File: src/logic/anticPkg.sv
// Display list DMA shared types
`default_nettype none

package anticPkg;

  localparam int AddrW = 16;
  localparam int GlyphRowsDef = 8;

  typedef logic [AddrW-1:0] addrT;
  typedef logic [7:0] byteT;

  // Output stream tags
  typedef logic [1:0] kindT;
  localparam kindT KindInstr = 2'd0;
  localparam kindT KindOperand = 2'd1;
  localparam kindT KindScreen = 2'd2;
  localparam kindT KindGlyph = 2'd3;

  // Low nibble opcodes in the ctrl view
  localparam logic [3:0] LowBlank = 4'h0;
  localparam logic [3:0] LowJump = 4'h1;

  // One display list byte, seen as a mode line or as blank/jump
  typedef union packed {
    struct packed {
      logic dli;
      logic lms;
      logic [1:0] scroll;
      logic [3:0] modeNum;
    } mode;
    struct packed {
      logic dli;
      logic [2:0] count;
      logic [3:0] low;
    } ctrl;
  } dlInstrT;

  // Width 01 narrow, 10 normal, 11 wide
  function automatic byteT BytesPerLine(input logic [3:0] modeNum, input logic [1:0] width);
    byteT normal;
    case (modeNum)
      4'h2, 4'h3, 4'h4, 4'h5, 4'hD, 4'hE, 4'hF: normal = 8'd40;
      4'h6, 4'h7, 4'hA, 4'hB, 4'hC: normal = 8'd20;
      4'h8, 4'h9: normal = 8'd10;
      default: normal = 8'd0;
    endcase
    case (width)
      2'b01: return byteT'((normal * 4) / 5);
      2'b10: return normal;
      2'b11: return byteT'((normal * 6) / 5);
      default: return 8'd0;
    endcase
  endfunction

endpackage

`default_nettype wire
File: src/logic/nmiGen.sv
// DLI and VBI interrupt generator
`default_nettype none

module nmiGen (
  input  logic Fphi0,
  input  logic rst,
  input  logic dliReq,
  input  logic vblank,
  input  anticPkg::byteT nmien,
  output logic nmiL,
  output anticPkg::byteT nmist
);

  logic vblankQ;
  logic dliHit;
  logic vbiHit;
  logic holdLow;

  assign dliHit = dliReq & nmien[7];
  assign vbiHit = vblank & ~vblankQ & nmien[6];

  always_ff @(posedge Fphi0 or posedge rst) begin
    if (rst) begin
      vblankQ <= 1'b0;
      nmiL <= 1'b1;
      holdLow <= 1'b0;
      nmist <= '0;
    end else begin
      vblankQ <= vblank;
      if (dliHit || vbiHit) begin
        nmist <= {dliHit, vbiHit, 6'b000000};
      end
      // Two cycle low pulse, later hits only touch status
      if (nmiL) begin
        if (dliHit || vbiHit) begin
          nmiL <= 1'b0;
          holdLow <= 1'b1;
        end
      end else if (holdLow) begin
        holdLow <= 1'b0;
      end else begin
        nmiL <= 1'b1;
      end
    end
  end

endmodule

`default_nettype wire

File: config.mk
export PLATFORM = sky130hd
export DESIGN_NAME = nmiGen
export DESIGN_NICKNAME = d
export VERILOG_FILES = /design/src/logic/anticPkg.sv /design/src/logic/nmiGen.sv
export SDC_FILE = /design/constraint.sdc
export NUM_CORES = 1
export LEC_CHECK = 0
export ABC_AREA = 1
export BUFFER_PORTS_ARGS = -buffer_cell sky130_fd_sc_hd__buf_2
export CORE_AREA = 2 2 39 41
export DETAILED_ROUTE_END_ITERATION = 10
export DIE_AREA = 0 0 41 43
export SKIP_LAST_GASP = 1
export SYNTH_ARGS = -nofsm -noshare
export SYNTH_HDL_FRONTEND = slang
export SYNTH_SLANG_ARGS = --single-unit
File: constraint.sdc
create_clock -name Fphi0 -period 1.27 [get_ports Fphi0]
set_input_delay 0.381 -clock Fphi0 [delete_from_list [all_inputs] [get_ports Fphi0]]
set_output_delay 0.381 -clock Fphi0 [all_outputs]
set_load 0.02 [all_outputs]
# Yosys cells after proc, flatten, opt, wreduce, memory -nomap -nowiden
# Cells that the tools add are included.
op_classes:
  reduce_logical: 1
  bitwise: 4
  n_eq_ne: 1
  mux: 5
op_table:
  columns: ["operator", "count"]
  rows:
  - ["two-way mux 1 bit", 5]
  - ["bitwise AND 1 bit", 3]
  - ["!= test 2 x 1 -> 1 bit, second input constant", 1]
  - ["logical OR 1 bit", 1]
  - ["NOT 1 bit", 1]
totals:
  wordCells: 15
  in_bits: 12
  regBits: 5
  out_inout_bits: 9

# Logic depth before layout (Yosys ltp)
depth:
  word_depth: 6
  depth_mapped: 5
  depth_no_buf: 5

# Worst setup path after synthesis
# Ideal clock, no wire load.
synth_timing:
  kind: "reg-to-output"
  startpoint: "register nmiL"
  endpoint: "output nmiL"
  setup_slack_ps: 302
  required_time_ps: 889
  n_path_buf: 0
  arrival_time_ps: 587
  stages_incl_launch_ff: 1
  cell_sequence: "dfstp_2"
synth_lines:
  columns: ["element", "line", "source"]
  rows:
  - ["from (decl)", "nmiGen.sv:10", "output logic nmiL,"]
  - ["from (signal assigned)", "nmiGen.sv:25", "nmiL <= 1'b1;"]
  - ["from (signal assigned)", "nmiGen.sv:36", "nmiL <= 1'b0;"]
  - ["from (signal assigned)", "nmiGen.sv:42", "nmiL <= 1'b1;"]
# No word-level cell between the ends.

# Worst setup path after layout
layout_timing:
  startpoint: "register nmiL"
  endpoint: "output nmiL"
# No word-level cell between the ends.

==> flow_summary_export.csv <==
group,metric,value,unit
clock_network,clock_path_buffers,2,
detailed_routing,num_vias,181,
detailed_routing,drc_errors,0,
detailed_routing,viasPerCell,3.35,
global_routing,antenna_found_initial,0,
setup_path,worstReg2RegEnd,"nmiL",
layout,area_growth,29.1,%
placed_design,place_area,288,um^2
setup_path,endpoint_kind,"output port",
clock_network,numClockSinks,5,
timing,setup_viol,0,
layout,stdcell_area,328,um^2
power,peakVddDrop,0.301,mV
clock_network,cts_made_buffers,3,
setup_path,critPathCapture,"nmiL",
placed_design,place_inst,49,
detailed_routing,wl_per_cell,6.94,um
die,ioPinCount,21,
timing,fin_skew,1.67,ps
synthesis,synthDistinctLibCells,11,
detailed_routing,drt-total-wl,375,um
synthesis,synth_cells,26,
global_routing,grt_pass1_vias,173,
synthesis,ys_seq_area_frac,0.498,
synthesis,synth_area,254,um^2
layout,nets,51,
setup_path,max_stage_delay,530,ps
die,core,0.00138,mm^2
clock_network,clk_latency,240,ps
setup_path,crit_cells,1,
synthesis,netlist.area_leader.share,0.394,
power,p_leak,0.189,nW
timing,hold_violations,0,
timing,rsz0062_at_grt,"true",
clock_network,ctsHtreeMaxLevel,1,
die,row_count,14,
synthesis,ys_seq_elements,5,
setup_path,rr_startpoint,"nmiL",
hold_path,hold_path_class,"in -> async",
global_routing,grt_pass1_wl,641,um
detailed_routing,drt-initial-drc-count,1,
setup_path,cp_top_family,"flip-flops",
power,p_per_area,1880,mW/mm^2
synthesis,avgSynthCellArea,9.77,um^2
setup_path,crit_type,"reg -> out",
timing,finalCritPeriodShare,0.987,
clock_network,hold_buffers,0,
placed_design,place_congestion,0.523,
timing,final_max_slew_viol_count,0,
die,start_util,0.184,
synthesis,synth.area.top_cells,"dfrtp_1 39%, buf_4 18%, dfstp_2 10%",
setup_path,cp_num_buf_inv,1,
detailed_routing,detail-route-antenna-nets,0,
layout,final_core_util,0.237,
setup_path,worstSetupStartpoint,"nmiL",
global_routing,grt_max_degree,6,
timing,fmax,798,MHz
clock_network,cts.clk_slew.worst_paths,40,ps
global_routing,overflow,0,
layout,layout_commonest_cell,"buf_2",
setup_path,cp.arrival,870,ps
timing,holdWs,27.0,ps
global_routing,grt_use_total,0.0646,
die,dieHeight,43,um
run,cap_violations,0,
synthesis,ys_warn_count,0,
layout,final_cell_mix,"7 x buf_2, 6 x conb_1, 5 x nand2_1",
setup_path,critPathSlowestCell,"dfstp_2",
clock_network,cts_tree,"built",
synthesis,synth_area_leader_cell,"dfrtp_1",
layout,drive_gt1_frac,0.474,
layout,final_cells,54,
setup_path,reg2regPathDepth,3,
setup_path,crit_chain,"buf_6",
setup_path,rrSetupSlack,420,ps
setup_path,required,890,ps
setup_path,start_kind,"register",
detailed_routing,drt_pre_antenna_iters,2,
die,die_w,41,um
timing,min_period,1250,ps
placed_design,numPortBuffers,8,
layout,antennaDiodeCount,0,
status,status,"finished, final reports clean",
setup_path,worstPathMaxFanout,2,
clock_network,root_buffer,"clkbuf_4",
die,die_area,0.00176,mm^2
==> what timing repair did <==
item / in CTS / in global routing
setup buffers: 1 / 0
hold endpoints to repair: 0 / 0
cloned: 0 / 0
resized for setup: 2 / 0
setup endpoints to repair: 1 / 1
==> cell families after synthesis <==
| kind of cell | Yosys count | share of synthesized area |
|---|---|---|
| other cells | 1 | 0.0148 |
| flops | 5 | 0.498 |
| compound gates | 1 | 0.0345 |
| buf+inv | 10 | 0.236 |
| simple gates | 9 | 0.217 |
==> through the flow <==
| stage | power, mW | TNS [ps] | setup slack (ps) |
|---|---|---|---|
| final | 0.617 | 0 | 17.0 |
| after detailed placement | 0.402 | 0 | 188 |
| after global routing | 0.683 | -23.5 | -23.5 |
| after global placement | 0.396 | 0 | 189 |
| after CTS | 0.632 | 0 | 3.54 |
| after floorplan | 0.368 | 0 | 302 |
==> layout make-up <==
class	count	area (um^2)
Clock buffer	4	26.3
Fill cell	154	1060
Inverter	4	15.0
Multi-Input combinational cell	16	86.3
Sequential cell	5	126
Tap cell	16	20.0
Timing Repair Buffer	9	53.8
==> how the worst min path moves through the flow <==
stage / start / end / slack, ps / depth (start not counted)
CTS: rst / vblankQ / 30 / 2
floorplan: rst / holdLow / 160 / 1
global route: rst / vblankQ / 20 / 2
global placement: rst / vblankQ / 280 / 2
finish: rst / vblankQ / 30 / 2
detailed placement: rst / vblankQ / 280 / 2
==> cells in the mapped netlist <==
cell type and n:
buf_4 6, conb_1 1, dfrtp_1 4, dfstp_2 1, inv_1 3, inv_2 1
nand2_1 5, nand2_4 1, nand3_1 1, nand3_2 2, o21ai_2 1
==> layer usage <==
metal | up-vias | GRT usage | share of wire
li1 | 88 | - | -
met1 | 83 | 0.0459 | 0.29
met2 | 10 | 0.0813 | 0.54
met3 | 0 | 0.0628 | 0.16
met4 | 0 | 0.0800 | 0
met5 | - | 0 | 0
==> where the power goes <==
group / switching, mW / internal [mW]
Combinational: 0.111 / 0.0926
Clock: 0.0585 / 0.118
Sequential: 0.0236 / 0.213
Total: 0.193 / 0.424
==> state kept, by name (all words and copies together), names as in the netlist <==
name     flops
nmiL         1
holdLow      1
vblankQ      1
nmist        2
(Power assumes the default switching activity.)
