**config.mk**
```make
export PLATFORM = sky130hd
export DESIGN_NAME = dmaSequencer
export DESIGN_NICKNAME = d
export VERILOG_FILES = /design/src/logic/anticPkg.sv /design/src/logic/dmaSequencer.sv
export SDC_FILE = /design/constraint.sdc
export NUM_CORES = 1
export LEC_CHECK = 0
export ABC_AREA = 1
export BUFFER_PORTS_ARGS = -buffer_cell sky130_fd_sc_hd__buf_2
export CAP_MARGIN = 0
export CORE_UTILIZATION = 55
export DETAILED_ROUTE_END_ITERATION = 8
export PLACE_DENSITY = 0.86
export SETUP_SLACK_MARGIN = 0.1
export SLEW_MARGIN = 20
export SYNTH_ARGS = -nofsm -noshare
export SYNTH_HDL_FRONTEND = slang
export SYNTH_SLANG_ARGS = --single-unit
```
**constraint.sdc**
```tcl
create_clock -name Fphi0 -period 5.6 [get_ports Fphi0]
set_input_delay 0.84 -clock Fphi0 [delete_from_list [all_inputs] [get_ports Fphi0]]
set_output_delay 0.84 -clock Fphi0 [all_outputs]
set_load 0.02 [all_outputs]
```
**src/logic/anticPkg.sv**
```systemverilog
// Display list DMA shared types
`default_nettype none

package anticPkg;

  localparam int AddrW = 16;
  localparam int GlyphRowsDef = 8;

  typedef logic [AddrW-1:0] addrT;
  typedef logic [7:0] byteT;

  // Output stream tags
  typedef logic [1:0] kindT;
  localparam kindT KindInstr = 2'd0;
  localparam kindT KindOperand = 2'd1;
  localparam kindT KindScreen = 2'd2;
  localparam kindT KindGlyph = 2'd3;

  // Low nibble opcodes in the ctrl view
  localparam logic [3:0] LowBlank = 4'h0;
  localparam logic [3:0] LowJump = 4'h1;

  // One display list byte, seen as a mode line or as blank/jump
  typedef union packed {
    struct packed {
      logic dli;
      logic lms;
      logic [1:0] scroll;
      logic [3:0] modeNum;
    } mode;
    struct packed {
      logic dli;
      logic [2:0] count;
      logic [3:0] low;
    } ctrl;
  } dlInstrT;

  // Width 01 narrow, 10 normal, 11 wide
  function automatic byteT BytesPerLine(input logic [3:0] modeNum, input logic [1:0] width);
    byteT normal;
    case (modeNum)
      4'h2, 4'h3, 4'h4, 4'h5, 4'hD, 4'hE, 4'hF: normal = 8'd40;
      4'h6, 4'h7, 4'hA, 4'hB, 4'hC: normal = 8'd20;
      4'h8, 4'h9: normal = 8'd10;
      default: normal = 8'd0;
    endcase
    case (width)
      2'b01: return byteT'((normal * 4) / 5);
      2'b10: return normal;
      2'b11: return byteT'((normal * 6) / 5);
      default: return 8'd0;
    endcase
  endfunction

endpackage

`default_nettype wire
```
**src/logic/dmaSequencer.sv**
```systemverilog
// DMA sequencer for display list, screen and glyph fetches
`default_nettype none

module dmaSequencer #(
  parameter int GlyphRows = anticPkg::GlyphRowsDef
) (
  input  logic Fphi0,
  input  logic rst,
  input  logic rdy,
  input  logic vblank,
  input  logic dmaEnable,
  input  anticPkg::byteT db,
  input  anticPkg::byteT chbase,
  input  anticPkg::addrT dlPtr,
  input  anticPkg::addrT msr,
  input  logic isBlank,
  input  logic isJump,
  input  logic waitVbl,
  input  logic hasLms,
  input  logic isChar,
  input  logic singleColor,
  input  anticPkg::byteT lineBytes,
  output anticPkg::dlInstrT instr,
  output logic halt,
  output anticPkg::addrT address,
  output anticPkg::byteT dataOut,
  output anticPkg::kindT dataKind,
  output logic dataValid,
  output logic dlInc,
  output logic msrInc,
  output logic opLoadLo,
  output logic opLoadHi,
  output logic opTarget,
  output logic restart,
  output logic dliReq
);
  import anticPkg::*;

  localparam logic [2:0] StIdle = 3'd0;
  localparam logic [2:0] StInstr = 3'd1;
  localparam logic [2:0] StDecode = 3'd2;
  localparam logic [2:0] StOperand = 3'd3;
  localparam logic [2:0] StWaitVbl = 3'd4;
  localparam logic [2:0] StScreen = 3'd5;
  localparam logic [2:0] StGlyph = 3'd6;

  logic [2:0] state;
  logic xfer;
  logic xferNow;
  logic opCnt;
  logic vblankQ;
  logic vblPend;
  byteT byteCnt;
  byteT code;
  byteT row;
  addrT glyphAddr;
  kindT kindNow;

  // xfer marks the transfer cycle; the cycle before it puts out the address
  assign halt = xfer;
  assign xferNow = xfer & rdy;

  assign glyphAddr = {chbase, 8'h00} + addrT'(code) * addrT'(GlyphRows) + addrT'(row);

  always_comb begin
    case (state)
      StScreen: address = msr;
      StGlyph: address = glyphAddr;
      default: address = dlPtr;
    endcase
  end

  always_comb begin
    case (state)
      StOperand: kindNow = KindOperand;
      StScreen: kindNow = KindScreen;
      StGlyph: kindNow = KindGlyph;
      default: kindNow = KindInstr;
    endcase
  end

  // Counter strobes land on the transfer edge
  assign dlInc = xferNow && (state == StInstr || (state == StOperand && !(opCnt && isJump)));
  assign msrInc = xferNow && state == StScreen;
  assign opLoadLo = xferNow && state == StOperand && !opCnt;
  assign opLoadHi = xferNow && state == StOperand && opCnt;
  assign opTarget = !isJump;
  assign restart = rdy && !xfer && state == StIdle && dmaEnable;
  assign dliReq = rdy && state == StDecode && instr.ctrl.dli;

  always_ff @(posedge Fphi0 or posedge rst) begin
    if (rst) begin
      state <= StIdle;
      xfer <= 1'b0;
      opCnt <= 1'b0;
      byteCnt <= '0;
      row <= '0;
      vblankQ <= 1'b0;
      vblPend <= 1'b0;
      dataValid <= 1'b0;
      instr <= '0;
    end else begin
      dataValid <= xferNow;
      vblankQ <= vblank;
      if (vblank && !vblankQ) begin
        vblPend <= 1'b1;
      end
      if (rdy && !xfer) begin
        case (state)
          StIdle: begin
            if (dmaEnable) begin
              state <= StInstr;
            end
          end
          StInstr: begin
            if (dmaEnable) begin
              xfer <= 1'b1;
            end else begin
              state <= StIdle;
            end
          end
          StDecode: begin
            byteCnt <= '0;
            if (isJump || hasLms) begin
              state <= StOperand;
            end else if (isBlank || lineBytes == 8'd0) begin
              state <= StInstr;
            end else begin
              state <= StScreen;
            end
          end
          StWaitVbl: begin
            if (vblPend) begin
              vblPend <= 1'b0;
              state <= StInstr;
            end
          end
          default: xfer <= 1'b1;
        endcase
      end else if (xferNow) begin
        xfer <= 1'b0;
        case (state)
          StInstr: begin
            instr <= db;
            state <= StDecode;
          end
          StOperand: begin
            opCnt <= !opCnt;
            if (opCnt && isJump) begin
              // Only an edge after the jump releases JVB
              vblPend <= 1'b0;
              state <= waitVbl ? StWaitVbl : StInstr;
            end else if (opCnt) begin
              state <= (lineBytes == 8'd0) ? StInstr : StScreen;
            end
          end
          StScreen: begin
            byteCnt <= byteCnt + 8'd1;
            row <= '0;
            if (isChar) begin
              state <= StGlyph;
            end else if (byteCnt + 8'd1 == lineBytes) begin
              state <= StInstr;
            end
          end
          default: begin
            row <= row + 8'd1;
            if (row == byteT'(GlyphRows - 1)) begin
              state <= (byteCnt == lineBytes) ? StInstr : StScreen;
            end
          end
        endcase
      end
    end
  end

  // Byte stream and the character code for glyph lookup
  always_ff @(posedge Fphi0) begin
    if (xferNow) begin
      dataOut <= db;
      dataKind <= kindNow;
    end
    if (xferNow && state == StScreen) begin
      code <= singleColor ? {2'b00, db[5:0]} : db;
    end
  end

endmodule

`default_nettype wire

```
; ---- After elaboration in Yosys (flattened, before gate mapping)
; Cells that the tools add are included.
[totals]
word_cells = 107
input_bits = 67
regBits = 50
[op_classes]
n_eq_ne = 18
addsub = 4
muxes = 35
bitwise = 3
n_reduce_logical = 34
[ops]
columns = op, count
row1 = $mux W3, 15
row2 = $mux W8, 4
row3 = $pmux W16 S2, 1
row4 = $add A16 B11 Y16, 1
row5 = $add A16 B8 Y16, 1
row6 = $add A8 B1 Y8 const B, 2
row7 = $eq A8 B8 Y1, 2
row8 = $pmux W8 S2, 1
row9 = $reduce_and A3 Y1, 5
row10 = $logic_and A1 B1 Y1, 13
row11 = $ne A3 B3 Y1 const B, 4
row12 = $pmux W3 S4, 1
row13 = $mux W1, 10
row14 = $eq A3 B3 Y1 const B, 3
row15 = $pmux W3 S3, 1
row16 = $eq A8 B3 Y1 const B, 1
row17 = $logic_not A8 Y1, 1
row18 = $reduce_and A8 Y1, 1
row19 = $eq A3 B2 Y1 const B, 2
row20 = $pmux W2 S3, 1
row21 = $logic_not A1 Y1, 5
row22 = $ne A5 B2 Y1 const B, 1
row23 = $reduce_bool A5 Y1, 1
row24 = $ne A4 B2 Y1 const B, 1
row25 = 12 further kinds, 16

; ---- Depth between registers and ports, before layout
[depth]
depth_word = 7
depth_mapped = 14
ltp_nobuf = 14

; ---- Worst setup path before layout
; OpenSTA, ideal clock, no wires.
[synth_timing]
path_kind = input -> output
startpoint = input port chbase[1]
endpoint = output port address[14]
arrival_time_ps = 1982
path_buffers = 0
stages = 9
slack_ps = 2778
required_time_ps = 4760
cell_sequence = ha_1 -> a21oi_1 -> nor2_1 -> a21oi_1 -> nand3_1 -> nand2_1 -> nand2_1 -> nand3_1 -> nand3_1
[synth_between]
elab_chain_len = 3
[synth_rtl]
columns = item, line_no
row1 = start: declaration, dmaSequencer.sv:13  ; input anticPkg::byteT chbase,
row2 = $add A16 B11 Y16, dmaSequencer.sv:63  ; assign glyphAddr = {chbase, 8'h00} + addrT'(code) * addrT'(GlyphRows) + addrT'(row);
row3 = $add A16 B8 Y16, dmaSequencer.sv:63
row4 = $pmux W16 S2, dmaSequencer.sv:66  ; case (state)
row5 = end: declaration, dmaSequencer.sv:25  ; output anticPkg::addrT address,
; No other way between the ends.

; ---- Worst setup path after layout
[layout_timing]
startpoint = register row[3]
endpoint = output port address[13]
[layout_between]
elab_chain_len = 2
[layout_rtl]
columns = item, line_no
row1 = start: declaration, dmaSequencer.sv:55  ; byteT row;
row2 = start signal: assignment, dmaSequencer.sv:167  ; row <= row + 8'd1;
row3 = $add A16 B8 Y16, dmaSequencer.sv:63
row4 = $pmux W16 S2, dmaSequencer.sv:66
; No other way between the ends.

==> impl_metrics.py <==
metrics = {
    "synthesis": {
        "synth-seq-cells": 50,
        "post_synth_instance_area_um2": 3380,
        "synth_top_cells_by_area": "sky130_fd_sc_hd__dfrtp_1 24%, sky130_fd_sc_hd__edfxtp_1 16%, sky130_fd_sc_hd__nand2_1 14%",
        "yosys.cell_count.top_type": "sky130_fd_sc_hd__nand2_1",
        "postSynthCellCount": 456,
        "post_synth_edffs": 18,
        "yosys_most_used_dff": "sky130_fd_sc_hd__dfrtp_1",
        "yosys_warnings": 0,
        "synthesis.nets": 534,
        "synth-seq-area-share_pct": 39.6,
        "most_frequent_cells_after_synthesis": "126 x sky130_fd_sc_hd__nand2_1, 53 x sky130_fd_sc_hd__inv_1, 48 x sky130_fd_sc_hd__nand3_1, 39 x sky130_fd_sc_hd__nor2_1, 32 x sky130_fd_sc_hd__dfrtp_1",
        "yosysTopAreaCellShare_pct": 23.7,
        "yosysUniqueCellTypes": 41,
        "synth_top_cell_by_area": "sky130_fd_sc_hd__dfrtp_1",
        "postSynth.asyncResetShare_pct": 64.0,
        "synthesis.area_per_instance_um2": 7.42,
    },
    "hold_path": {
        "timing.hold.worst_path_depth": 1,
        "hold_path_class": "reg2reg",
        "min_from": "vblPend",
        "destination_of_the_worst_hold_path": "vblPend",
    },
    "clock_tree": {
        "cts_repair_resize_count": 0,
        "cts-buffers-inserted": 5,
        "cts-root-to-sink-buffers": 2,
        "clkSlewWorstSetupHoldPaths_ns": 0.09,
        "hold_bufs_inserted_after_cts": 0,
        "tritoncts": "done",
        "worst_skew_pair.late_latency_ns": 0.31,
        "post_cts_setup_buffers": 0,
        "clock_sinks": 50,
        "clock_tree.htree_level_count": 2,
        "cts-root-buf": "sky130_fd_sc_hd__clkbuf_8",
    },
    "detailed_routing": {
        "num_vias": 3397,
        "first_iter_violations": 181,
        "drc": 0,
        "post_drt_wl_per_cell_um": 13.1,
        "drt_wl_total_um": 8450,
        "router_iterations_before_antenna_repair": 4,
        "route.detailed.vias_per_inst": 5.27,
        "antenna_left": 0,
    },
    "grt": {
        "first_global_vias": 3002,
        "globalRoute.totalOverflow": 0,
        "met3_usage_pct": 4.55,
        "grt.busiest_layer": "met2",
        "met2_usage_pct": 49.7,
        "grtUsageMet1_pct": 30.4,
        "grt_max_degree": 33,
        "grt_first_pass_wirelength_um": 13200,
        "grtUsageTotal_pct": 26.6,
        "grt_antenna_before_repair": 0,
    },
    "worst_setup_path": {
        "cp_top_delay_family": "simple AND/OR/NAND/NOR gates",
        "crit_arrival_ns": 2.44,
        "most_repeated_library_cell_on_the_critical_path": "sky130_fd_sc_hd__nand2_1",
        "timing.critical_path.slowest_cell_delay_ns": 0.42,
        "r2r-end": "byteCnt[0]",
        "worst-path-buf-inv": 3,
        "critPathMaxFanout": 6,
        "critPathKind": "reg2out",
        "crit_chain": "ha_1 > inv_1 > fa_1 > inv_1 > nand3_1 > nand2_1 > nand2_1 > nand2_1 > nand2_1 > o21bai_1 > nand3_1 > nand3_1 > buf_2",
        "reg2reg_slack_ns": 3.49,
        "critical_path.endpoint_type": "output port",
        "rr_startpoint": "halt",
        "critical_path.slowest_cell": "sky130_fd_sc_hd__dfrtp_1",
        "timing.critical_path.required_ns": 4.76,
        "timing.critical_path.from_type": "flop",
        "rr_worst_depth": 7,
    },
    "final_layout": {
        "design_area_um2": 4120,
        "area.growth.synth_to_final_pct": 21.6,
        "drive_gt1_share_pct": 26.3,
        "antenna-diode-count": 0,
        "finish.net_count": 647,
    },
    "placement": {
        "routabilityCongestion": 0.918,
        "dp_hpwl_um": 6730,
        "place_ws_ns": 2.51,
        "place_area_um2": 4010,
        "numPortBuffers": 109,
    },
    "sta": {
        "grt_setup_unrepaired": "false",
        "maxSlewHeadroom_pct": 55.9,
        "tightest_slew_ns": 0.659,
        "clock_skews_ns": 0.0106,
        "layout_setup_ws_ns": 2.32,
        "max_slew_violation_count": 0,
        "tns_ns": 0,
        "finalCriticalPeriod_ns": 3.28,
        "fin_worst_hold_slack_ns": 0.464,
        "hold_viol": 0,
        "period_share_pct": 58.6,
        "fmax_mhz": 305,
        "finalSetupViolations": 0,
    },
    "floorplanning": {
        "placement_rows": 28,
        "chipWidth_um": 80.4,
        "fp.dieArea_um2": 6470,
        "floorplan.core_area_um2": 5920,
        "fp.dieH_um": 80.4,
        "io-pin-count": 110,
        "start_util_pct": 57.2,
    },
    "power_and_ir_drop": {
        "vdd.ir_drop.worst_mv": 0.208,
        "static-leakage-power_nw": 2.15,
        "cellPowerDensity_nw_per_um2": 412,
        "post-layout-total-power_mw": 1.70,
    },
    "run_status": {
        "run_status": "finished, final reports clean",
    },
    "job": {
        "maxCapViolCount": 0,
    },
}
-- per-stage QoR --
step	cells	util, %
after floorplan	456	-
after global placement	637	67.6
after detailed placement	637	67.6
after CTS	645	69.5
after global routing	645	69.5
final	645	69.5
-- metal layers --
layer  wire length [um]  share of wire [%]
met1               3460                 41
met2               4250                 50
met3                605                7.2
met4                141                1.7
met5                  0                  0
-- how the worst max path moves through the flow --
stage / from / to / slack [ns] / cells after the start
final: row[3] / address[13] / 2.32 / 13
after CTS: row[3] / address[13] / 2.32 / 13
after global placement: chbase[1] / address[14] / 2.53 / 11
after floorplan: chbase[1] / address[14] / 2.78 / 9
after detailed placement: chbase[2] / address[13] / 2.51 / 10
after global routing: row[3] / address[13] / 2.11 / 13
-- state kept, by name, indices dropped and copies added, names as in the netlist --
register	flops
byteCnt	8
code	8
dataOut	8
instr	8
row	8
state	3
dataKind	2
dataValid	1
halt	1
opCnt	1
vblPend	1
vblankQ	1
-- logic make-up (layout without fill, tap and decap cells) --
| kind of cell | after synthesis | in the layout | synth area share [%] |
|---|---|---|---|
| AOI/OAI and AO/OA | 69 | 69 | 11.5 |
| xor gates and xnor gates | 7 | 7 | 1.81 |
| adders and majority gates | 11 | 11 | 4.29 |
| buffers and inverters | 66 | 180 | 7.84 |
| DFF | 50 | 50 | 39.6 |
| muxes | 6 | 6 | 2.00 |
| and+or+nand+nor | 247 | 247 | 32.9 |
-- placed cells by master, fill, tap and decap left out, types with 2 or more instances in the layout --
cell type	count
sky130_fd_sc_hd__a21oi_1	21
sky130_fd_sc_hd__a22o_1	2
sky130_fd_sc_hd__a22oi_1	2
sky130_fd_sc_hd__a31oi_1	4
sky130_fd_sc_hd__buf_2	109
sky130_fd_sc_hd__clkbuf_8	5
sky130_fd_sc_hd__clkinv_1	2
sky130_fd_sc_hd__dfrtp_1	32
sky130_fd_sc_hd__edfxtp_1	18
sky130_fd_sc_hd__ha_1	10
sky130_fd_sc_hd__inv_1	53
sky130_fd_sc_hd__inv_2	5
sky130_fd_sc_hd__inv_4	2
sky130_fd_sc_hd__mux2_1	5
sky130_fd_sc_hd__nand2_1	126
sky130_fd_sc_hd__nand2_2	8
sky130_fd_sc_hd__nand2_4	2
sky130_fd_sc_hd__nand3_1	48
sky130_fd_sc_hd__nand3_2	3
sky130_fd_sc_hd__nand3b_1	2
sky130_fd_sc_hd__nand4_1	4
sky130_fd_sc_hd__nor2_1	39
sky130_fd_sc_hd__nor2_2	6
sky130_fd_sc_hd__nor2_4	2
sky130_fd_sc_hd__nor3_1	4
sky130_fd_sc_hd__o211ai_1	4
sky130_fd_sc_hd__o21ai_0	27
sky130_fd_sc_hd__o21ai_1	2
sky130_fd_sc_hd__o22ai_1	2
sky130_fd_sc_hd__or2_2	2
sky130_fd_sc_hd__xnor2_1	2
sky130_fd_sc_hd__xor2_1	5
-- where the power goes --
part	internal, mW	total (mW)	switching (mW)
Sequential	0.490	0.599	0.110
Combinational	0.289	0.842	0.552
Clock	0.133	0.256	0.123
Total	0.912	1.70	0.785
-- final cells by class --
class / instances / area (um^2)
Tap cell: 75 / 93.8
Clock buffer: 5 / 68.8
Fill cell: 528 / 1800
Timing Repair Buffer: 110 / 553
Inverter: 62 / 239
Clock inverter: 3 / 42.5
Multi-Input combinational cell: 340 / 1780
Sequential cell: 50 / 1340
Note: power is estimated with default switching activity, not from simulation.
