<file path="config.mk">
export PLATFORM = sky130hd
export DESIGN_NAME = instrDecoder
export DESIGN_NICKNAME = d
export VERILOG_FILES = /design/src/logic/anticPkg.sv /design/src/logic/instrDecoder.sv
export SDC_FILE = /design/constraint.sdc
export NUM_CORES = 1
export LEC_CHECK = 0
export ABC_AREA = 0
export BUFFER_PORTS_ARGS = -buffer_cell sky130_fd_sc_hd__clkbuf_2
export CELL_PAD_IN_SITES_DETAIL_PLACEMENT = 0
export CELL_PAD_IN_SITES_GLOBAL_PLACEMENT = 1
export CORE_AREA = 2 2 57 59
export DETAILED_ROUTE_END_ITERATION = 10
export DIE_AREA = 0 0 59 61
export PLACE_DENSITY_LB_ADDON = 0.1
export SLEW_MARGIN = 5
export SYNTH_ARGS = -nofsm -noshare
export SYNTH_HDL_FRONTEND = slang
export SYNTH_SLANG_ARGS = --single-unit
</file>
<file path="constraint.sdc">
create_clock -name vclk -period 14.95
set_input_delay 2.99 -clock vclk [all_inputs]
set_output_delay 2.99 -clock vclk [all_outputs]
set_load 0.01 [all_outputs]
</file>
<file path="src/logic/anticPkg.sv">
// Display list DMA shared types
`default_nettype none

package anticPkg;

  localparam int AddrW = 16;
  localparam int GlyphRowsDef = 8;

  typedef logic [AddrW-1:0] addrT;
  typedef logic [7:0] byteT;

  // Output stream tags
  typedef logic [1:0] kindT;
  localparam kindT KindInstr = 2'd0;
  localparam kindT KindOperand = 2'd1;
  localparam kindT KindScreen = 2'd2;
  localparam kindT KindGlyph = 2'd3;

  // Low nibble opcodes in the ctrl view
  localparam logic [3:0] LowBlank = 4'h0;
  localparam logic [3:0] LowJump = 4'h1;

  // One display list byte, seen as a mode line or as blank/jump
  typedef union packed {
    struct packed {
      logic dli;
      logic lms;
      logic [1:0] scroll;
      logic [3:0] modeNum;
    } mode;
    struct packed {
      logic dli;
      logic [2:0] count;
      logic [3:0] low;
    } ctrl;
  } dlInstrT;

  // Width 01 narrow, 10 normal, 11 wide
  function automatic byteT BytesPerLine(input logic [3:0] modeNum, input logic [1:0] width);
    byteT normal;
    case (modeNum)
      4'h2, 4'h3, 4'h4, 4'h5, 4'hD, 4'hE, 4'hF: normal = 8'd40;
      4'h6, 4'h7, 4'hA, 4'hB, 4'hC: normal = 8'd20;
      4'h8, 4'h9: normal = 8'd10;
      default: normal = 8'd0;
    endcase
    case (width)
      2'b01: return byteT'((normal * 4) / 5);
      2'b10: return normal;
      2'b11: return byteT'((normal * 6) / 5);
      default: return 8'd0;
    endcase
  endfunction

endpackage

`default_nettype wire
</file>
<file path="src/logic/instrDecoder.sv">
// Display list instruction decode
`default_nettype none

module instrDecoder (
  input  anticPkg::dlInstrT instr,
  input  logic [1:0] widthSel,
  output logic isBlank,
  output logic isJump,
  output logic waitVbl,
  output logic hasLms,
  output logic isChar,
  output logic singleColor,
  output anticPkg::byteT lineBytes
);
  import anticPkg::*;

  logic isCtrl;
  logic [3:0] modeNum;

  // Low nibble 0 or 1 means blank or jump
  assign isBlank = instr.ctrl.low == LowBlank;
  assign isJump = instr.ctrl.low == LowJump;
  assign isCtrl = isBlank || isJump;

  // JVB when bit 6 is set
  assign waitVbl = isJump && instr.ctrl.count[2];

  assign modeNum = instr.mode.modeNum;
  assign hasLms = !isCtrl && instr.mode.lms;

  // Text modes 2 to 7, modes 6 and 7 one colour per glyph
  assign isChar = !isCtrl && modeNum >= 4'h2 && modeNum <= 4'h7;
  assign singleColor = !isCtrl && modeNum[3:1] == 3'b011;

  assign lineBytes = isCtrl ? 8'd0 : BytesPerLine(modeNum, widthSel);

endmodule

`default_nettype wire

</file>
Word-level counts from Yosys, hierarchy flattened. Memories as Yosys holds them, arrays and structs flattened. Cells that the tools add are included. W data, S select, Z words.

Bits in registers: 0. Memory bits (read-only): 80. Input port bits: 10. Output and inout bits: 14. Word-level logic and storage cells: 21. Memories: 1.

Memories: (no name shown) (words 16, width 5, rd ports 1, clocked after memory_dff 0, write ports 0, line anticPkg.sv:41) `case (modeNum)`.

Multiply operators: 1. Divide/modulo/power cells: 2. Magnitude comparators: 2. Equality and inequality tests: 5. Multiplexer cells: 2. Reduce and logical (&&, ||, !) cells: 8.

Operator list (count): $div A10 B3 Y32 const B (1); $div A11 B3 Y32 const B (1); $pmux W8 S3 (1); $mul A8 B2 Y10 const B (1); $mux W8 (1); $logic_and A1 B1 Y1 (5); $eq A2 B2 Y1 const B (2); $eq A4 B1 Y1 const B (1); $ge A4 B2 Y1 const B (1); $le A4 B3 Y1 const B (1); $logic_not A4 Y1 (1); $eq A3 B2 Y1 const B (1); $eq A2 B1 Y1 const B (1); $logic_not A1 Y1 (1); $logic_or A1 B1 Y1 (1).

Logic depth before layout (Yosys ltp). Gate-level depths: netlist of the first run.

Depth in word-level cells: 5. Gate-level depth with buffers: 21.

Least setup slack after synthesis of the first run. OpenSTA, ideal clock, no wires.

Kind: input to output. From: input instr[1] (netlist name). To: output lineBytes[1]. Arrival: 7.140 ns. Required time: 11.960 ns. Slack: 4.820 ns. Cell stages on the path: 19. Path buffers: 0. Cell sequence: or3b_4 -> a31o_1 -> inv_2 -> ha_1 -> inv_1 -> fa_1 -> nand2b_1 -> a21o_1 -> or3_4 -> and3_4 -> a221oi_4 -> nor2_1 -> nor4_1 -> or3_1 -> ha_1 -> o221ai_1 -> o21ai_1 -> mux2i_1 -> a32oi_1.

Cells in the longest elaborated chain, start to end: 5. Elaborated cells between the ends (all ways): 9. Those cells by class: mul: 1; div: 2; eq/ne: 1; mux: 2; reduce/logical: 2; memory: 1.

RTL lines: start, declared (line instrDecoder.sv:5) `input anticPkg::dlInstrT instr,`; $mem_v2 Z16 W5; $mul A8 B2 Y10 (line anticPkg.sv:50) `2'b11: return byteT'((normal * 6) / 5);`; $div A11 B3 Y32 (line anticPkg.sv:50); $pmux W8 S3 (line anticPkg.sv:47) `case (width)`; $mux W8 (*) (line instrDecoder.sv:35) `assign lineBytes = isCtrl ? 8'd0 : BytesPerLine(modeNum, widthSel);`; end, declared (line instrDecoder.sv:13) `output anticPkg::byteT lineBytes`.

Every way passes the cells marked *; elsewhere a longest branch is shown, timed or not.

Worst setup path in the final report of the first run. Ends and elaborated chain as after synthesis.

==> flow_metrics.tcl, run 1 <==
set metrics [dict create \
    pwr-share-clk 0 \
    cp-start-kind "primary input" \
    die_y_um 61 \
    seqCellArea_um2 0 \
    vdd_drop_max_mv 0.0365 \
    setup_viol 0 \
    ctsHoldBuffers 0 \
    area_growth_pct 8.70 \
    dp_slack_ps 3940 \
    grt_pass1_wl_um 6190 \
    cp.required_ps 11960 \
    synth.distinct_cells 68 \
    post-dp-hpwl_um 2970 \
    gp_congestion 0.890 \
    fmax_mhz 90.2 \
    drive_above_1_share 0.186 \
    core_area_um2 2950 \
    vias 1498 \
    critPathSlowestCell "xor2_1" \
    post-route-period-util 0.742 \
    finalMaxSlewViolations 0 \
    seq_cells 0 \
    antenna_found_initial 0 \
    num_io_pins 24 \
    crit_family "compound AO/OA/AOI/OAI gates" \
    grtUsageTotal 0.215 \
    synth_top_area_cell "ha_1" \
    synthSimpleGateAreaFrac 0.354 \
    port_buffers 20 \
    synthAdderAreaFrac 0.101 \
    syn_area_per_cell_um2 6.80 \
    yosys-top-cells-count "nor2_1 (22), nand2_1 (20), a21oi_1 (14)" \
    netlist_area_um2 1260 \
    synth_mux_area_frac 0.0158 \
    crit_buf_inv 4 \
    p_sw_frac 0.603 \
    p_leak_uw 0.000548 \
    p_sw_uw 59.3 \
    min_from "instr[0]" \
    synth_top_area_frac 0.0692 \
    grt_pass1_vias 1320 \
    yosysSeqAreaShare 0 \
    rows 20 \
    num-fill-cells 318 \
    antenna_cells 0 \
    routed_wirelength_um 3660 \
    cp.arrival_ps 8100 \
    dp.cells 232 \
    seqPwrFrac 0 \
    yosysWarningCount 0 \
    wl_per_cell_um 15.8 \
    tns_ps 0 \
    postRouteAntennaNets 0 \
    synth_cells 186 \
    grt_max_degree 14 \
    comb_power_share 1.000 \
    syn_nets 205 \
    max_cap_violations 0 \
    hold_depth 3 \
    die_x_um 59 \
    tightest_slew_ps 775 \
    die_area_um2 3600 \
    min-delay-path-class "in -> out" \
    layout_setup_ws_ps 3860 \
    initial_core_util 0.428 \
    drt_pass1_iterations 4 \
    stdcell_area_um2 1380 \
    nNetsFinal 220 \
    crit_path_end_kind "output port" \
    period_minus_slack_ps 11090 \
    synthTopCellsByArea "ha_1 (6.9%), nor2_1 (6.5%), nand2_1 (5.9%), a21oi_1 (5.5%), fa_1 (3.2%)" \
    drtIter0Drc 67 \
    path_class "in -> out" \
    worst-path-stages 21 \
    cts_setup_buffers 0 \
    cts_resized 0 \
    rsz0062_at_grt "false" \
    drc 0 \
    synth_top_family_by_area "compound AO/OA/AOI/OAI gates" \
    finalHoldViolCount 0 \
    grt_overflow 0 \
    synthMostInstantiatedCell "nor2_1" \
    run_status "finished clean" \
    p_per_area_nw_per_um2 71.5 \
    cp_max_fo 7 \
    via_per_inst 6.46 \
    power_uw 98.3 \
    placed_cell_area_um2 1380 \
    stdcell_count 232 \
    cp_slowest_stage_delay_ps 480 \
    clock_buffers 0 \
    synth-xor-area-share 0.0455 \
    hold_end "isBlank" \
    critical_path.cell_chain "clkbuf_2, or3b_4, a31o_1, inv_2, ha_1, inv_1, fa_1, xor2_1, and4_1, a2bb2oi_1, a311oi_1, a221oi_4, nor2_1, nor4_1, or3_1, ha_1, o221ai_1, o21ai_1, mux2i_1, a32oi_1, clkbuf_2" \
    synth_compound_area_frac 0.421 \
    worst_slew_margin_rel 0.479 \
    p_int_uw 39.0 \
]
power by group through the flow:
stage                     registers [µW]  logic (µW)  clock network, µW
after floorplan                        0        76.0                  0
after global placement                 0        95.4                  0
after detailed placement               0        96.8                  0
after CTS                              0        97.4                  0
after global routing                   0         108                  0
final                                  0        98.3                  0
cell type report:
| type | instances | area [µm²] | share of cell area |
|---|---|---|---|
| multi-input cells | 169 | 1190 | 0.865 |
| repair buffers | 21 | 108 | 0.0783 |
| well taps | 33 | 41.3 | 0.0300 |
| inverters | 9 | 36.3 | 0.0264 |
cells by family after synthesis:
| kind of cell | Yosys count |
|---|---|
| mux | 2 |
| buf+inv | 17 |
| fa+ha+maj | 9 |
| xor+xnor | 5 |
| other cells | 1 |
| compound gates | 67 |
| simple gates | 85 |
worst min-delay path: stages:
cell and delay [ps]:
clkbuf_2 130, nor2_1 50, clkbuf_2 120
how the worst max path moves through the flow:
stage / startpoint / to / slack (ps)
2_1_floorplan: instr[1] / lineBytes[1] / 4820
3_3_place_gp: instr[1] / lineBytes[1] / 3940
3_5_place_dp: instr[1] / lineBytes[1] / 3940
4_1_cts: instr[1] / lineBytes[1] / 3920
5_1_grt: instr[1] / lineBytes[1] / 3560
6_report: instr[1] / lineBytes[1] / 3860
layout by cell type, fill, tap and decap left out, types with 2 or more instances in the layout:
cell	n
nor2b_1	2
a311oi_1	2
or3_1	2
a211oi_1	3
and2_1	6
fa_1	2
nor2_1	22
mux2i_1	2
xnor2_1	3
a32oi_1	2
o21a_1	2
ha_1	7
o221ai_1	2
o211ai_1	3
nand3b_1	4
a31oi_1	3
inv_1	7
o22ai_1	3
a21oi_1	14
a21boi_0	2
nand2b_1	6
nand3_1	5
nor3_1	2
o21ai_0	7
clkbuf_2	20
nand2_1	20
and3_1	2
and4_1	2
o32ai_1	2
nor4_1	3
through the flow:
step / utilization / hold WS, ps
floorplan: - / 6030
global placement: 0.466 / 6270
detailed placement: 0.466 / 6280
CTS: 0.466 / 6280
global route: 0.466 / 6310
finish: 0.466 / 6280
per-layer routing:
layer | track usage | routed length (µm) | vias up
met1 | 0.313 | 1780 | 697
li1 | - | - | 737
met4 | 0 | 0 | 0
met5 | 0 | 0 | -
met3 | 0 | 188 | 0
met2 | 0.383 | 1690 | 64
Power figures use the tool's default switching activity.
==> run 2, diff against run 1 <==
ABC_AREA = 1   (was 0)
clock period = 11.4 ns   (was 14.95 ns; I/O delays follow)
==> run 2 against run 1 <==
  * Power is 71% higher
  * Clock-buffer cell count stayed put
  * Synthesized cell count increased by 7.0%
  * Global-route usage is 6.4 points lower
  * Largest cell class unchanged
  * Combinational power up 71%
  * First-iteration DRC count decreased by 31%
  * Via count down 21%
  * Highest routed layer unchanged
  * Cell count up 7.8%
  * Critical path depth grew 16
  * Non-clock buffer count fell by 1
==> flow_metrics.tcl, run 2 <==
set metrics [dict create \
    wl_per_cell_um 10.0 \
    yosysSeqAreaShare 0 \
    gp_congestion 0.815 \
    synthMostInstantiatedCell "nand2_1" \
    tns_ps 0 \
    fmax_mhz 114 \
    cp.arrival_ps 6480 \
    crit_family "simple AND/OR/NAND/NOR gates" \
    die_y_um 61 \
    yosys-top-cells-count "nand2_1 (57), inv_1 (31), nand3_1 (18)" \
    antenna_found_initial 0 \
    p_per_area_nw_per_um2 137 \
    hold_end "isBlank" \
    post-route-period-util 0.768 \
    core_area_um2 2950 \
    area_growth_pct 11.1 \
    finalHoldViolCount 0 \
    die_x_um 59 \
    postRouteAntennaNets 0 \
    cts_setup_buffers 0 \
    synth_top_area_frac 0.194 \
    vias 1185 \
    syn_nets 218 \
    seqCellArea_um2 0 \
    grt_pass1_vias 1080 \
    synthTopCellsByArea "nand2_1 (19%), inv_1 (11%), nand3_1 (8.2%), ha_1 (8.0%), nand2_2 (8.0%)" \
    grt_overflow 0 \
    crit_path_end_kind "output port" \
    antenna_cells 0 \
    hold_depth 3 \
    post-dp-hpwl_um 2260 \
    drt_pass1_iterations 4 \
    yosysWarningCount 0 \
    path_class "in -> out" \
    grt_pass1_wl_um 4450 \
    rsz0062_at_grt "false" \
    cp_slowest_stage_delay_ps 250 \
    rows 20 \
    cpMostUsedCell "nand2_1" \
    grt_max_degree 10 \
    synth.distinct_cells 29 \
    drtIter0Drc 46 \
    clock_buffers 0 \
    via_per_inst 4.74 \
    num_io_pins 24 \
    drc 0 \
    min_from "instr[0]" \
    vdd_drop_max_mv 0.0280 \
    setup_viol 0 \
    crit_buf_inv 8 \
    seq_cells 0 \
    run_status "finished clean" \
    finalMaxSlewViolations 0 \
    p_leak_uw 0.000740 \
    cp-start-kind "primary input" \
    synth_cells 199 \
    critPathSlowestCell "ha_1" \
    multiInputGateArea_um2 932 \
    synth_top_area_cell "nand2_1" \
    initial_core_util 0.373 \
    hold_slack_ps 4840 \
    cts_resized 0 \
    mostFrequentLayoutCells "nand2_1 (57), inv_1 (31), clkbuf_2 (20), nand3_1 (18), nand2_2 (14)" \
    drive_above_1_share 0.304 \
    final_common_cell "nand2_1" \
    cp_max_fo 7 \
    num-fill-cells 345 \
    ctsHoldBuffers 0 \
    period_minus_slack_ps 8760 \
    port_buffers 20 \
    cp.required_ps 9120 \
    die_area_um2 3600 \
    syn_area_per_cell_um2 5.53 \
    max_cap_violations 0 \
    netlist_area_um2 1100 \
    routed_wirelength_um 2500 \
    min-delay-path-class "in -> out" \
    grtUsageTotal 0.151 \
    nNetsFinal 238 \
]
==> run 2: changes by cell type after synthesis, moves of 7 or more <==
cell / previous run / this run
inv_1: 7 / 31
nand2_1: 20 / 57
nand2_2: 0 / 14
inv_2: 1 / 8
nand2_4: 0 / 7
a21oi_1: 14 / 2
nand3_1: 5 / 18
nor2_1: 22 / 13
==> run 2: report_power, final <==
group          internal, µW  leakage, µW  switching, µW
Sequential                0            0              0
Combinational          58.0     0.000740            110
Clock                     0            0              0
==> run 2: how the worst max path moves through the flow <==
| stage | depth (start not counted) | slack, ps | endpoint | from |
|---|---|---|---|---|
| after global routing | 38 | 2140 | lineBytes[0] | instr[1] |
| after detailed placement | 37 | 2640 | lineBytes[1] | instr[1] |
| after floorplan | 35 | 3320 | lineBytes[0] | instr[1] |
| final | 37 | 2640 | lineBytes[1] | instr[1] |
| after CTS | 37 | 2620 | lineBytes[1] | instr[1] |
| after global placement | 37 | 2680 | lineBytes[1] | instr[1] |
==> run 2: logic make-up after synthesis <==
| group | Yosys count | synth area share |
|---|---|---|
| XOR/XNOR | 1 | 0.00796 |
| other | 1 | 0.00341 |
| AND/OR/NAND/NOR | 130 | 0.622 |
| buffers and inverters | 42 | 0.153 |
| AO/OA/AOI/OAI | 16 | 0.0977 |
| adder cells (fa/ha/maj) | 9 | 0.116 |
==> run 2: routing by layer <==
| metal | share of wire | up-vias | track usage |
|---|---|---|---|
| li1 | - | 654 | - |
| met1 | 0.48 | 522 | 0.215 |
| met2 | 0.51 | 9 | 0.275 |
| met3 | 0.0092 | 0 | 0 |
| met4 | 0 | 0 | 0 |
| met5 | 0 | - | 0 |
==> run 2: stage by stage <==
| step | setup slack, ps | instance area, µm² | power [µW] | util | std cells |
|---|---|---|---|---|---|
| 3_3_place_gp | 2680 | 1220 | 166 | 0.414 | 250 |
| 6_report | 2640 | 1220 | 168 | 0.414 | 250 |
| 5_1_grt | 2140 | 1220 | 193 | 0.414 | 250 |
| 4_1_cts | 2620 | 1220 | 170 | 0.414 | 250 |
| 2_1_floorplan | 3320 | 1100 | 136 | - | 199 |
| 3_5_place_dp | 2640 | 1220 | 169 | 0.414 | 250 |
==> run 2: cell type report <==
class              instances  area share
inverters                 40       0.123
well taps                 33      0.0337
multi-input cells        157       0.762
repair buffers            20      0.0818
==> run 3, diff against run 2 <==
CORE_AREA = 2 2 60 62   (was 2 2 57 59)
DIE_AREA = 0 0 62 64   (was 0 0 59 61)
clock period = 8 ns   (was 11.4 ns; I/O delays follow)
==> run 3 against run 2 <==
  * First-iteration DRC count shrank 30%
  * Highest routed layer unchanged
  * Largest power group unchanged
  * Clock-buffer cell count did not move
  * Global-route usage shrank 1.8 points
  * Largest cell class unchanged
==> flow_metrics.tcl, run 3 (synthesis gave the netlist of run 2 again) <==
set metrics [dict create \
    cp.arrival_ps 5790 \
    initial_core_util 0.335 \
    drive_above_1_share 0.304 \
    stdcell_count 263 \
    wl_per_cell_um 9.84 \
    grt_max_degree 10 \
    crit_family "simple AND/OR/NAND/NOR gates" \
    die_y_um 64 \
    finalMaxSlewViolations 0 \
    setup_viol 0 \
    tns_ps 0 \
    cp_max_fo 7 \
    max_cap_violations 0 \
    cp.required_ps 6400 \
    antenna_found_initial 0 \
    finalHoldViolCount 0 \
    core_area_um2 3280 \
    vias 1178 \
    mostFrequentLayoutCells "nand2_1 (57), inv_1 (31), clkbuf_2 (20), nand3_1 (18), nand2_2 (14)" \
    p_per_area_nw_per_um2 193 \
    postRouteAntennaNets 0 \
    port_buffers 20 \
    path_class "in -> out" \
    cp_slowest_stage_delay_ps 240 \
    antenna_cells 0 \
    run_status "finished clean" \
    gp_congestion 0.784 \
    post-route-period-util 0.924 \
    drt_pass1_iterations 4 \
    num_io_pins 24 \
    seq_cells 0 \
    post-dp-hpwl_um 2380 \
    drtIter0Drc 32 \
    period_minus_slack_ps 7390 \
    cp-start-kind "primary input" \
    area_growth_pct 12.6 \
    clock_buffers 0 \
    grt_pass1_wl_um 4350 \
    routed_wirelength_um 2590 \
    cpMostUsedCell "nand2_1" \
    grt_pass1_vias 1114 \
    seqCellArea_um2 0 \
    rsz0062_at_grt "false" \
    fmax_mhz 135 \
    p_leak_uw 0.000740 \
    num-fill-cells 388 \
    ctsHoldBuffers 0 \
    nNetsFinal 238 \
    die_x_um 62 \
    cts_setup_buffers 0 \
    die_area_um2 3970 \
    final_common_cell "nand2_1" \
    grtUsageTotal 0.134 \
    rows 21 \
    critPathSlowestCell "ha_1" \
    crit_buf_inv 8 \
    cts_resized 0 \
    crit_path_end_kind "output port" \
    vdd_drop_max_mv 0.0359 \
    min-delay-path-class "in -> out" \
    final_util 0.378 \
    grt_overflow 0 \
    dp.cells 263 \
    via_per_inst 4.48 \
    drc 0 \
]
run 3: cell counts in the layout (fill, tap and decap cells not counted):
Identical to the previous run, type by type.
run 3: area by class of cell:
class,count,area [µm²],share of cell area
inverter,40,150,0.121
multi-input combinational,157,932,0.752
tap,46,57.6,0.0464
timing repair buffer,20,100,0.0807
run 3: worst paths after layout:
path	from	end	slack, ps	depth (start not counted)
max	instr[1]	lineBytes[1]	610	37
min	instr[0]	isBlank	3490	3
run 3: routing by layer:
| layer | global-route usage | vias to the layer above | part of all wire |
|---|---|---|---|
| met3 | 0.00202 | 0 | 0.0081 |
| met2 | 0.259 | 4 | 0.54 |
| met4 | 0 | 0 | 0 |
| met1 | 0.166 | 520 | 0.45 |
| li1 | - | 654 | - |
| met5 | 0 | - | 0 |
run 3: where the power goes:
| part | switching [µW] | total [µW] | internal (µW) |
|---|---|---|---|
| combinational | 157 | 240 | 82.6 |
| clock | 0 | 0 | 0 |
| sequential | 0 | 0 | 0 |
| total | 157 | 240 | 82.6 |
run 3: per-stage QoR:
stage / cell area (µm²) / setup slack, ps / power, µW / hold slack (ps)
after floorplan: 1100 / 1280 / 194 / 3250
after global placement: 1240 / 615 / 238 / 3480
after detailed placement: 1240 / 564 / 242 / 3490
after CTS: 1240 / 551 / 243 / 3490
after global routing: 1240 / 9.44 / 272 / 3510
final: 1240 / 608 / 240 / 3490
